### src/include/invert_defines.svh
/*
  Invert block address map
  Settings bus write addresses, readback addresses and the word
  returned for an unmapped readback address
*/
`ifndef INVERT_DEFINES_SVH
`define INVERT_DEFINES_SVH

//////////////////////////////
// Settings bus addresses
//////////////////////////////

// 32-bit scratch register
`define SR_TEST_REG   8'd128
// Stream IDs for output 0, src in [31:16], dst in [15:0]
`define SR_SID0       8'd129
// Stream IDs for output 1, same layout
`define SR_SID1       8'd130
// Bit 0 clears output 0 seqnum, bit 1 clears output 1
`define SR_CLEAR_SEQ  8'd131

//////////////////////////////
// Readback addresses
//////////////////////////////

`define RB_TEST       8'd0
`define RB_SID0       8'd1
`define RB_SID1       8'd2

// Unmapped readback address
`define RB_BAD_ADDR   64'h0BAD_C0DE_0BAD_C0DE

`endif

### src/invert_pkg.sv
/*
  Invert block types
  Packet header, stream beat and stream ID pair, plus the enums for
  packet type and the header stamper FSM
*/
package invert_pkg;

  // Packet type field of the header
  typedef enum logic [1:0] {
    PKT_DATA     = 2'b00,
    PKT_DATA_EOB = 2'b01,
    PKT_CMD      = 2'b10,
    PKT_RESP     = 2'b11
  } pkt_type_e;

  // Simplified packet header, same on every beat of a packet
  typedef struct packed {
    pkt_type_e   pkt_type;
    logic        has_time;
    logic [11:0] seqnum;
    logic [15:0] length;
    logic [15:0] src_sid;
    logic [15:0] dst_sid;
  } cvita_hdr_t;

  // One stream beat with its header as sideband
  typedef struct packed {
    logic [31:0] tdata;
    logic        tlast;
    cvita_hdr_t  tuser;
  } axis_beat_t;

  // Source ID sits in the upper half of the setting word
  typedef struct packed {
    logic [15:0] src_sid;
    logic [15:0] dst_sid;
  } sid_pair_t;

  // Header stamper FSM
  typedef enum logic {
    STAMP_IDLE   = 1'b0,
    STAMP_IN_PKT = 1'b1
  } stamp_state_e;

endpackage

### src/setting_regs.sv
/*
  Settings register bank
  Decodes settings bus writes into the test and stream ID registers,
  turns sequence clear writes into one-cycle pulses and serves readback
*/
`timescale 1ns/1ps
`include "invert_defines.svh"

module setting_regs
  import invert_pkg::*;
(
  input  logic        ce_clk,
  input  logic        i_arst_n,
  input  logic        i_set_stb,
  input  logic [7:0]  i_set_addr,
  input  logic [31:0] i_set_data,
  input  logic [7:0]  i_rb_addr,
  output logic [63:0] o_rb_data,
  output sid_pair_t   o_sid0,
  output sid_pair_t   o_sid1,
  output logic [1:0]  o_clear_seq
);

  logic [31:0] test_reg;
  sid_pair_t   sid0_reg;
  sid_pair_t   sid1_reg;
  logic [1:0]  clear_seq;

  logic wr_test;
  logic wr_sid0;
  logic wr_sid1;
  logic wr_clear;

  // Strobe qualifies address and data
  assign wr_test  = i_set_stb && (i_set_addr == `SR_TEST_REG);
  assign wr_sid0  = i_set_stb && (i_set_addr == `SR_SID0);
  assign wr_sid1  = i_set_stb && (i_set_addr == `SR_SID1);
  assign wr_clear = i_set_stb && (i_set_addr == `SR_CLEAR_SEQ);

  always_ff @(posedge ce_clk or negedge i_arst_n) begin
    if (!i_arst_n) begin
      test_reg  <= '0;
      sid0_reg  <= '0;
      sid1_reg  <= '0;
      clear_seq <= '0;
    end else begin
      if (wr_test) begin
        test_reg <= i_set_data;
      end
      if (wr_sid0) begin
        sid0_reg <= i_set_data;
      end
      if (wr_sid1) begin
        sid1_reg <= i_set_data;
      end
      // One-cycle clear pulse for each write
      clear_seq <= wr_clear ? i_set_data[1:0] : 2'b00;
    end
  end

  assign o_sid0      = sid0_reg;
  assign o_sid1      = sid1_reg;
  assign o_clear_seq = clear_seq;

  //////////////////////////////
  // Readback mux
  //////////////////////////////
  always_comb begin
    case (i_rb_addr)
      `RB_TEST: o_rb_data = {32'd0, test_reg};
      `RB_SID0: o_rb_data = {32'd0, sid0_reg};
      `RB_SID1: o_rb_data = {32'd0, sid1_reg};
      default:  o_rb_data = `RB_BAD_ADDR;
    endcase
  end

endmodule

### src/pass_thru_and_invert.sv
/*
  Stream fork with inversion
  Copies each input beat into two registered output slots, one
  unchanged and one with the data bits inverted
*/
`timescale 1ns/1ps

module pass_thru_and_invert
  import invert_pkg::*;
(
  input  logic       ce_clk,
  input  logic       i_arst_n,
  // Input stream
  input  logic       i_tvalid,
  input  axis_beat_t i_tbeat,
  output logic       o_tready,
  // Pass-through copy
  output logic       o_pass_tvalid,
  output axis_beat_t o_pass_tbeat,
  input  logic       i_pass_tready,
  // Inverted copy
  output logic       o_inv_tvalid,
  output axis_beat_t o_inv_tbeat,
  input  logic       i_inv_tready
);

  localparam int NUM_OUT = 2;
  localparam int PASS    = 0;
  localparam int INV     = 1;

  logic [NUM_OUT-1:0] slot_vld;
  logic [NUM_OUT-1:0] slot_rdy;
  logic [NUM_OUT-1:0] slot_free;
  axis_beat_t         slot_beat [NUM_OUT];
  axis_beat_t         fork_beat [NUM_OUT];
  logic               in_xfer;

  //////////////////////////////
  // Fork data
  //////////////////////////////

  // Header and tlast go to both copies as they are
  always_comb begin
    fork_beat[PASS]      = i_tbeat;
    fork_beat[INV]       = i_tbeat;
    fork_beat[INV].tdata = ~i_tbeat.tdata;
  end

  //////////////////////////////
  // Handshake
  //////////////////////////////

  assign slot_rdy[PASS] = i_pass_tready;
  assign slot_rdy[INV]  = i_inv_tready;

  // Slot can take a beat when empty or emptying this cycle
  assign slot_free = ~slot_vld | slot_rdy;

  // Input waits for both slots so neither copy is dropped
  assign o_tready = &slot_free;
  assign in_xfer  = i_tvalid & o_tready;

  // Each slot drains on its own; an emptied slot waits for the other
  always_ff @(posedge ce_clk or negedge i_arst_n) begin
    if (!i_arst_n) begin
      slot_vld <= '0;
    end else begin
      for (int i = 0; i < NUM_OUT; i++) begin
        if (in_xfer) begin
          slot_vld[i] <= 1'b1;
        end else if (slot_rdy[i]) begin
          slot_vld[i] <= 1'b0;
        end
      end
    end
  end

  // Slot payload
  always_ff @(posedge ce_clk) begin
    if (in_xfer) begin
      for (int i = 0; i < NUM_OUT; i++) begin
        slot_beat[i] <= fork_beat[i];
      end
    end
  end

  //////////////////////////////
  // Outputs
  //////////////////////////////

  assign o_pass_tvalid = slot_vld[PASS];
  assign o_pass_tbeat  = slot_beat[PASS];
  assign o_inv_tvalid  = slot_vld[INV];
  assign o_inv_tbeat   = slot_beat[INV];

endmodule

### src/hdr_stamp.sv
/*
  Header stamper
  Overwrites the stream IDs of each packet and numbers packets
  with a 12-bit sequence counter, with no added latency
*/
`timescale 1ns/1ps

module hdr_stamp
  import invert_pkg::*;
(
  input  logic       ce_clk,
  input  logic       i_arst_n,
  input  sid_pair_t  i_sid,
  input  logic       i_clear_seq,
  input  logic       i_tvalid,
  input  axis_beat_t i_tbeat,
  output logic       o_tready,
  output logic       o_tvalid,
  output axis_beat_t o_tbeat,
  input  logic       i_tready
);

  stamp_state_e state;
  logic [11:0]  seq_cnt;
  logic [11:0]  seq_lat;
  logic [11:0]  seq_cur;
  sid_pair_t    sid_lat;
  sid_pair_t    sid_cur;
  logic         clr_pend;
  logic         pkt_open;
  logic         last_xfer;

  assign o_tready  = i_tready;
  assign o_tvalid  = i_tvalid;
  assign last_xfer = i_tvalid & i_tready & i_tbeat.tlast;
  assign pkt_open  = (state == STAMP_IN_PKT) | i_tvalid;

  // First beat shows live values, the rest of the packet the held ones
  assign seq_cur = (state == STAMP_IDLE) ? seq_cnt : seq_lat;
  assign sid_cur = (state == STAMP_IDLE) ? i_sid : sid_lat;

  always_comb begin
    o_tbeat               = i_tbeat;
    o_tbeat.tuser.seqnum  = seq_cur;
    o_tbeat.tuser.src_sid = sid_cur.src_sid;
    o_tbeat.tuser.dst_sid = sid_cur.dst_sid;
  end

  // FSM, a packet opens as soon as its first beat is presented
  always_ff @(posedge ce_clk or negedge i_arst_n) begin
    if (!i_arst_n) begin
      state <= STAMP_IDLE;
    end else begin
      case (state)
        STAMP_IDLE:   if (i_tvalid && !last_xfer) state <= STAMP_IN_PKT;
        STAMP_IN_PKT: if (last_xfer) state <= STAMP_IDLE;
        default:      state <= STAMP_IDLE;
      endcase
    end
  end

  always_ff @(posedge ce_clk) begin
    if (state == STAMP_IDLE && i_tvalid) begin
      seq_lat <= seq_cnt;
      sid_lat <= i_sid;
    end
  end

  // Clear during an open packet is remembered until its last beat
  always_ff @(posedge ce_clk or negedge i_arst_n) begin
    if (!i_arst_n) begin
      seq_cnt  <= '0;
      clr_pend <= 1'b0;
    end else if (last_xfer) begin
      seq_cnt  <= (i_clear_seq || clr_pend) ? 12'd0 : seq_cur + 12'd1;
      clr_pend <= 1'b0;
    end else if (i_clear_seq) begin
      seq_cnt  <= '0;
      clr_pend <= pkt_open;
    end
  end

endmodule

### src/noc_block_invert.sv
/*
  Invert NoC block
  One input stream forked into a pass-through and an inverted output,
  each with its own stream IDs and packet sequence numbers
*/
`timescale 1ns/1ps

module noc_block_invert
  import invert_pkg::*;
(
  input  logic        ce_clk,
  input  logic        i_arst_n,
  // Settings bus and readback
  input  logic        i_set_stb,
  input  logic [7:0]  i_set_addr,
  input  logic [31:0] i_set_data,
  input  logic [7:0]  i_rb_addr,
  output logic [63:0] o_rb_data,
  // Input stream
  input  logic        i_tvalid,
  input  axis_beat_t  i_tbeat,
  output logic        o_tready,
  // Output 0, pass-through
  output logic        o_pass_tvalid,
  output axis_beat_t  o_pass_tbeat,
  input  logic        i_pass_tready,
  // Output 1, inverted
  output logic        o_inv_tvalid,
  output axis_beat_t  o_inv_tbeat,
  input  logic        i_inv_tready
);

  sid_pair_t  sid0;
  sid_pair_t  sid1;
  logic [1:0] clear_seq;

  logic       pass_tvalid;
  axis_beat_t pass_tbeat;
  logic       pass_tready;
  logic       inv_tvalid;
  axis_beat_t inv_tbeat;
  logic       inv_tready;

  //////////////////////////////
  // Settings
  //////////////////////////////
  setting_regs u_setting_regs (
    .ce_clk      (ce_clk),
    .i_arst_n    (i_arst_n),
    .i_set_stb   (i_set_stb),
    .i_set_addr  (i_set_addr),
    .i_set_data  (i_set_data),
    .i_rb_addr   (i_rb_addr),
    .o_rb_data   (o_rb_data),
    .o_sid0      (sid0),
    .o_sid1      (sid1),
    .o_clear_seq (clear_seq)
  );

  //////////////////////////////
  // Fork and invert
  //////////////////////////////
  pass_thru_and_invert u_pass_thru_and_invert (
    .ce_clk        (ce_clk),
    .i_arst_n      (i_arst_n),
    .i_tvalid      (i_tvalid),
    .i_tbeat       (i_tbeat),
    .o_tready      (o_tready),
    .o_pass_tvalid (pass_tvalid),
    .o_pass_tbeat  (pass_tbeat),
    .i_pass_tready (pass_tready),
    .o_inv_tvalid  (inv_tvalid),
    .o_inv_tbeat   (inv_tbeat),
    .i_inv_tready  (inv_tready)
  );

  //////////////////////////////
  // Header stampers
  //////////////////////////////
  hdr_stamp stamp_pass (
    .ce_clk      (ce_clk),
    .i_arst_n    (i_arst_n),
    .i_sid       (sid0),
    .i_clear_seq (clear_seq[0]),
    .i_tvalid    (pass_tvalid),
    .i_tbeat     (pass_tbeat),
    .o_tready    (pass_tready),
    .o_tvalid    (o_pass_tvalid),
    .o_tbeat     (o_pass_tbeat),
    .i_tready    (i_pass_tready)
  );

  hdr_stamp stamp_inv (
    .ce_clk      (ce_clk),
    .i_arst_n    (i_arst_n),
    .i_sid       (sid1),
    .i_clear_seq (clear_seq[1]),
    .i_tvalid    (inv_tvalid),
    .i_tbeat     (inv_tbeat),
    .o_tready    (inv_tready),
    .o_tvalid    (o_inv_tvalid),
    .o_tbeat     (o_inv_tbeat),
    .i_tready    (i_inv_tready)
  );

endmodule

### config.mk
export PLATFORM = sky130hd
export DESIGN_NAME = noc_block_invert
export DESIGN_NICKNAME = d
export VERILOG_FILES = /design/src/invert_pkg.sv /design/src/setting_regs.sv /design/src/pass_thru_and_invert.sv /design/src/hdr_stamp.sv /design/src/noc_block_invert.sv
export VERILOG_INCLUDE_DIRS = /design/src /design/src/include
export SDC_FILE = /design/constraint.sdc
export NUM_CORES = 1
export LEC_CHECK = 0
export ABC_AREA = 1
export BUFFER_PORTS_ARGS = -buffer_cell sky130_fd_sc_hd__buf_2
export CAP_MARGIN = 15
export CORE_MARGIN = 10
export CORE_UTILIZATION = 58
export DETAILED_ROUTE_END_ITERATION = 16
export GPL_TIMING_DRIVEN = 0
export PLACE_DENSITY = 0.91
export SLEW_MARGIN = 30
export SYNTH_ARGS = -nofsm -noshare
export SYNTH_HDL_FRONTEND = slang
export SYNTH_HIERARCHICAL = 1
export SYNTH_SLANG_ARGS = --single-unit
### constraint.sdc
create_clock -name ce_clk -period 10.1 [get_ports ce_clk]
set_input_delay 2.02 -clock ce_clk [delete_from_list [all_inputs] [get_ports ce_clk]]
set_output_delay 2.02 -clock ce_clk [all_outputs]
set_load 0.05 [all_outputs]
**Word-level counts from Yosys, hierarchy flattened**

Memory sizes are Yosys's and may differ from the RTL's.
Cells that the tools add are included.
W data, S select, Z words.

- $add $sub $neg: 2
- Equal/unequal tests: 6
- Muxes and demuxes: 28
- Bitwise gates (word level): 12
- Reduce and logical (&&, ||, !) cells: 18

Operators with widths:

| cell | count |
|---|---|
| $pmux W60 S3 | 1 |
| $mux W12 | 8 |
| $mux W32 | 2 |
| $eq A8 B8 Y1 const B | 4 |
| $not A32 Y32 | 1 |
| $add A12 B1 Y12 const B | 2 |
| $mux W1 | 14 |
| $eq A8 B1 Y1 const B | 1 |
| $eq A8 B2 Y1 const B | 1 |
| $logic_and A1 B1 Y1 | 8 |
| $logic_not A8 Y1 | 1 |
| $reduce_bool A2 Y1 | 4 |
| $and A1 B1 Y1 | 5 |
| $pmux W1 S2 | 2 |
| $logic_not A1 Y1 | 2 |
| $logic_or A1 B1 Y1 | 2 |
| $mux W2 | 1 |
| $not A1 Y1 | 2 |
| $not A2 Y2 | 1 |
| $or A1 B1 Y1 | 2 |
| $or A2 B2 Y2 | 1 |
| $reduce_and A2 Y1 | 1 |

- Flip-flop bits (word level): 216
- Bits in writable memories: 192
- Input bits: 150
- Output and inout bits: 259
- Word-level logic and storage cells: 87
- Memories kept: 1

Memories:

| memory | words | width | read ports | clocked after memory_dff | wr ports | RTL line | source |
|---|---|---|---|---|---|---|---|
| u_pass_thru_and_invert.slot_beat | 2 | 96 | 2 | 0 | 2 | pass_thru_and_invert.sv:34 | `axis_beat_t slot_beat [NUM_OUT];` |

**Depth between registers and ports, before layout**

- Depth after elaboration: 6
- Gate-level depth with buffers: 10
- Mapped depth without buffers: 10

**Hierarchy**

Netlist, hierarchy kept.

Modules (own cells, without submodules):

| module | times used | cells each | area each (um2) | seq. area each (um2) |
|---|---|---|---|---|
| hdr_stamp | 2 | 342 | 3081.7 | 1671.6 |
| setting_regs | 1 | 656 | 5147.4 | 2452.4 |
| pass_thru_and_invert | 1 | 240 | 4559.4 | 3893.7 |

**Worst setup path before layout**

Ideal clock, no wire load.

- Kind: input to register
- Start point: input port i_inv_tready
- End point: memory u_pass_thru_and_invert/slot_beat[0][100] (netlist bit) (enable)
- Setup time: 0.514 ns
- Arrival: 5.501 ns
- Required time: 9.586 ns
- Setup slack: 4.085 ns
- Cell stages on the path: 5
- Path buffers: 1
- Path through: buf_4 inv_1 nand2_2 nand2_2 nor2_2

RTL lines:

| what | RTL line | source |
|---|---|---|
| start, declared | noc_block_invert.sv:30 | `input logic i_inv_tready` |
| end, declared | pass_thru_and_invert.sv:34 |  |

**Worst setup path after layout**

- Start point: input port i_rb_addr[1]
- End point: output port o_rb_data[21]

- Word-level cells in the longest chain between the ends: 2
- Elaborated cells on any way between the ends: 4
- Classes of those cells: eq/ne (2); mux (1); reduce/logical (1)

RTL lines:

| what | RTL line | source |
|---|---|---|
| start, declared | noc_block_invert.sv:17 | `input logic [7:0] i_rb_addr,` |
| $eq A8 B2 Y1 (tied with other cells) | setting_regs.sv:69 | `case (i_rb_addr)` |
| $pmux W60 S3 (*) | setting_regs.sv:69 |  |
| end, declared | noc_block_invert.sv:18 | `output logic [63:0] o_rb_data,` |

Mark *: on every way between the ends. The rest lies on a longest branch, timed or not.

==> results.txt <==
R2R Setup Slk: 7920 ps
first-pass GRT wire length: 64200 um
gr usage total: 26.2%
Largest stage delay, worst path: 670 ps
Worst EP required: 8080 ps
DRT Pass-1 Iters: 5
Power, Total: 3310 uW
layout cells sized above 1: 34.2%
WL final: 43400 um
vias in the first global route: 11460
Post-route DRC: 0
pre-CTS setup slack: 4480 ps
final worst setup slack: 4410 ps
min-delay worst type: reg2reg
Worst EP arrival: 3670 ps
Cell Area, Synth: 14200 sq um
Placement Cell Area: 16600 sq um
Final Instance Area: 17700 sq um
die area: 31200 sq um
gpl congestion: 0.957
RSZ-0062 raised after global routing: no
post-route minimum period: 5690 ps
Worst Setup End Kind: output pin
Worst Setup Path Type: in2out
commonest non-fill, non-tap cell in the layout: nand2_1
Max Cap Violations: 0
vias per cell: 5.29
Max Freq: 176 MHz
Clock transition at path regs: 70 ps
WP depth: 6
total global routing overflow: 0
cts bufs inserted: 30
Die Y: 177 um
Synth-to-Final Area Change: 24.2%
family with the most delay on the worst path: buffers and inverters
PortBufs: 348
clock root buffer: clkbuf_16
CTS tree: done
# setup viols final: 0
Fill cells: 1658
H-tree Lvls: 1
HPWL Detailed: 32800 um
Max rail drop VDD: 124 uV
worst r2r src: stamp_inv/state
crit path buf inv count: 4
Worst R2R Path Depth: 4
via count: 11882
clk sinks: 300
Initial Util: 58.6%
postcts setup bufs: 0
Pleak: 0.00902 uW
Layout Skew: 9.69 ps
CTS resizes: 0
# IOs: 409
Cells after Synth: 1492
CP Cell Sequence: buf_2, inv_2, o211ai_4, inv_2, nand2_1, buf_2
Final ANT Viol Nets: 0
Pwr Density: 187 nW/um^2
Worst Setup EP: o_rb_data[21]
FP Rows: 57
Hold-fix buffers, CTS: 0
clk_lat worst skew: 540 ps
final hold violations: 0
crit-path max FO: 25
Slew HR: 44.7%
Syn Area/Cell: 9.53 sq um
synth warn: 6
Top reg by flops: u_pass_thru_and_invert/slot_beat
R2R Path End: stamp_inv/sid_lat[13]
WL/cell: 19.3 um
Largest register FFs: 84
most frequent cells in the layout: nand2_1, buf_2, edfxtp_1
largest net degree at the start of global routing: 69
TNS Setup: 0 ps
outcome: complete, no violations
clk buf depth: 3
core area: 24200 sq um
Worst Tran Pin Value: 826 ps
final period utilization: 56.4%
Slew Limit Fails: 0
origin of the worst setup path: i_rb_addr[1]
1st-iter DRT viols: 1348
crit start category: primary input
Die X: 177 um
initial antenna violation count: 11
slowest library cell on the worst path: o211ai_4
Layout Nets: 2045
==> final cells by class <==
class | instances | area (sq um) | area share (%)
Clock inverter | 17 | 206 | 1.17
Inverter | 100 | 383 | 2.17
Buffer | 211 | 1560 | 8.84
Sequential cell | 300 | 8370 | 47.4
Clock buffer | 39 | 816 | 4.62
Multi-Input combinational cell | 896 | 3980 | 22.6
Timing Repair Buffer | 354 | 1920 | 10.9
Tap cell | 324 | 405 | 2.30
Antenna cell | 7 | 17.5 | 0.0992
==> metrics by stage <==
step	util (%)	hold slack [ps]	cells
after floorplan	-	425	1507
after global placement	67.7	428	2179
after detailed placement	68.5	433	2185
after CTS	72.7	445	2241
after global routing	72.8	451	2246
final	72.8	451	2248
==> per-layer routing <==
metal | GRT usage, % | share of wire [%]
met1 | 30.6 | 36
met3 | 6.62 | 10
met2 | 44.6 | 49
met5 | 0 | 0.15
met4 | 12.3 | 4.6
==> power breakdown <==
group | total [uW] | internal [uW] | leakage (uW) | switching [uW]
Sequential | 1470 | 1410 | 0.00335 | 56.1
Combinational | 691 | 177 | 0.00518 | 515
Clock | 1150 | 694 | 0.000499 | 454
Total | 3310 | 2280 | 0.00902 | 1030
==> worst min-delay path by stage <==
stage | cells after the start | from | endpoint | slack, ps
2_1_floorplan | 0 | stamp_inv/seq_cnt[0] | stamp_inv/seq_lat[0] | 420
3_3_place_gp | 0 | stamp_inv/seq_cnt[5] | stamp_inv/seq_lat[5] | 430
3_5_place_dp | 0 | stamp_inv/seq_cnt[5] | stamp_inv/seq_lat[5] | 430
4_1_cts | 0 | stamp_inv/seq_cnt[5] | stamp_inv/seq_lat[5] | 450
5_1_grt | 0 | stamp_inv/seq_cnt[5] | stamp_inv/seq_lat[5] | 450
6_report | 0 | stamp_inv/seq_cnt[5] | stamp_inv/seq_lat[5] | 450
(Power assumes the default switching activity.)
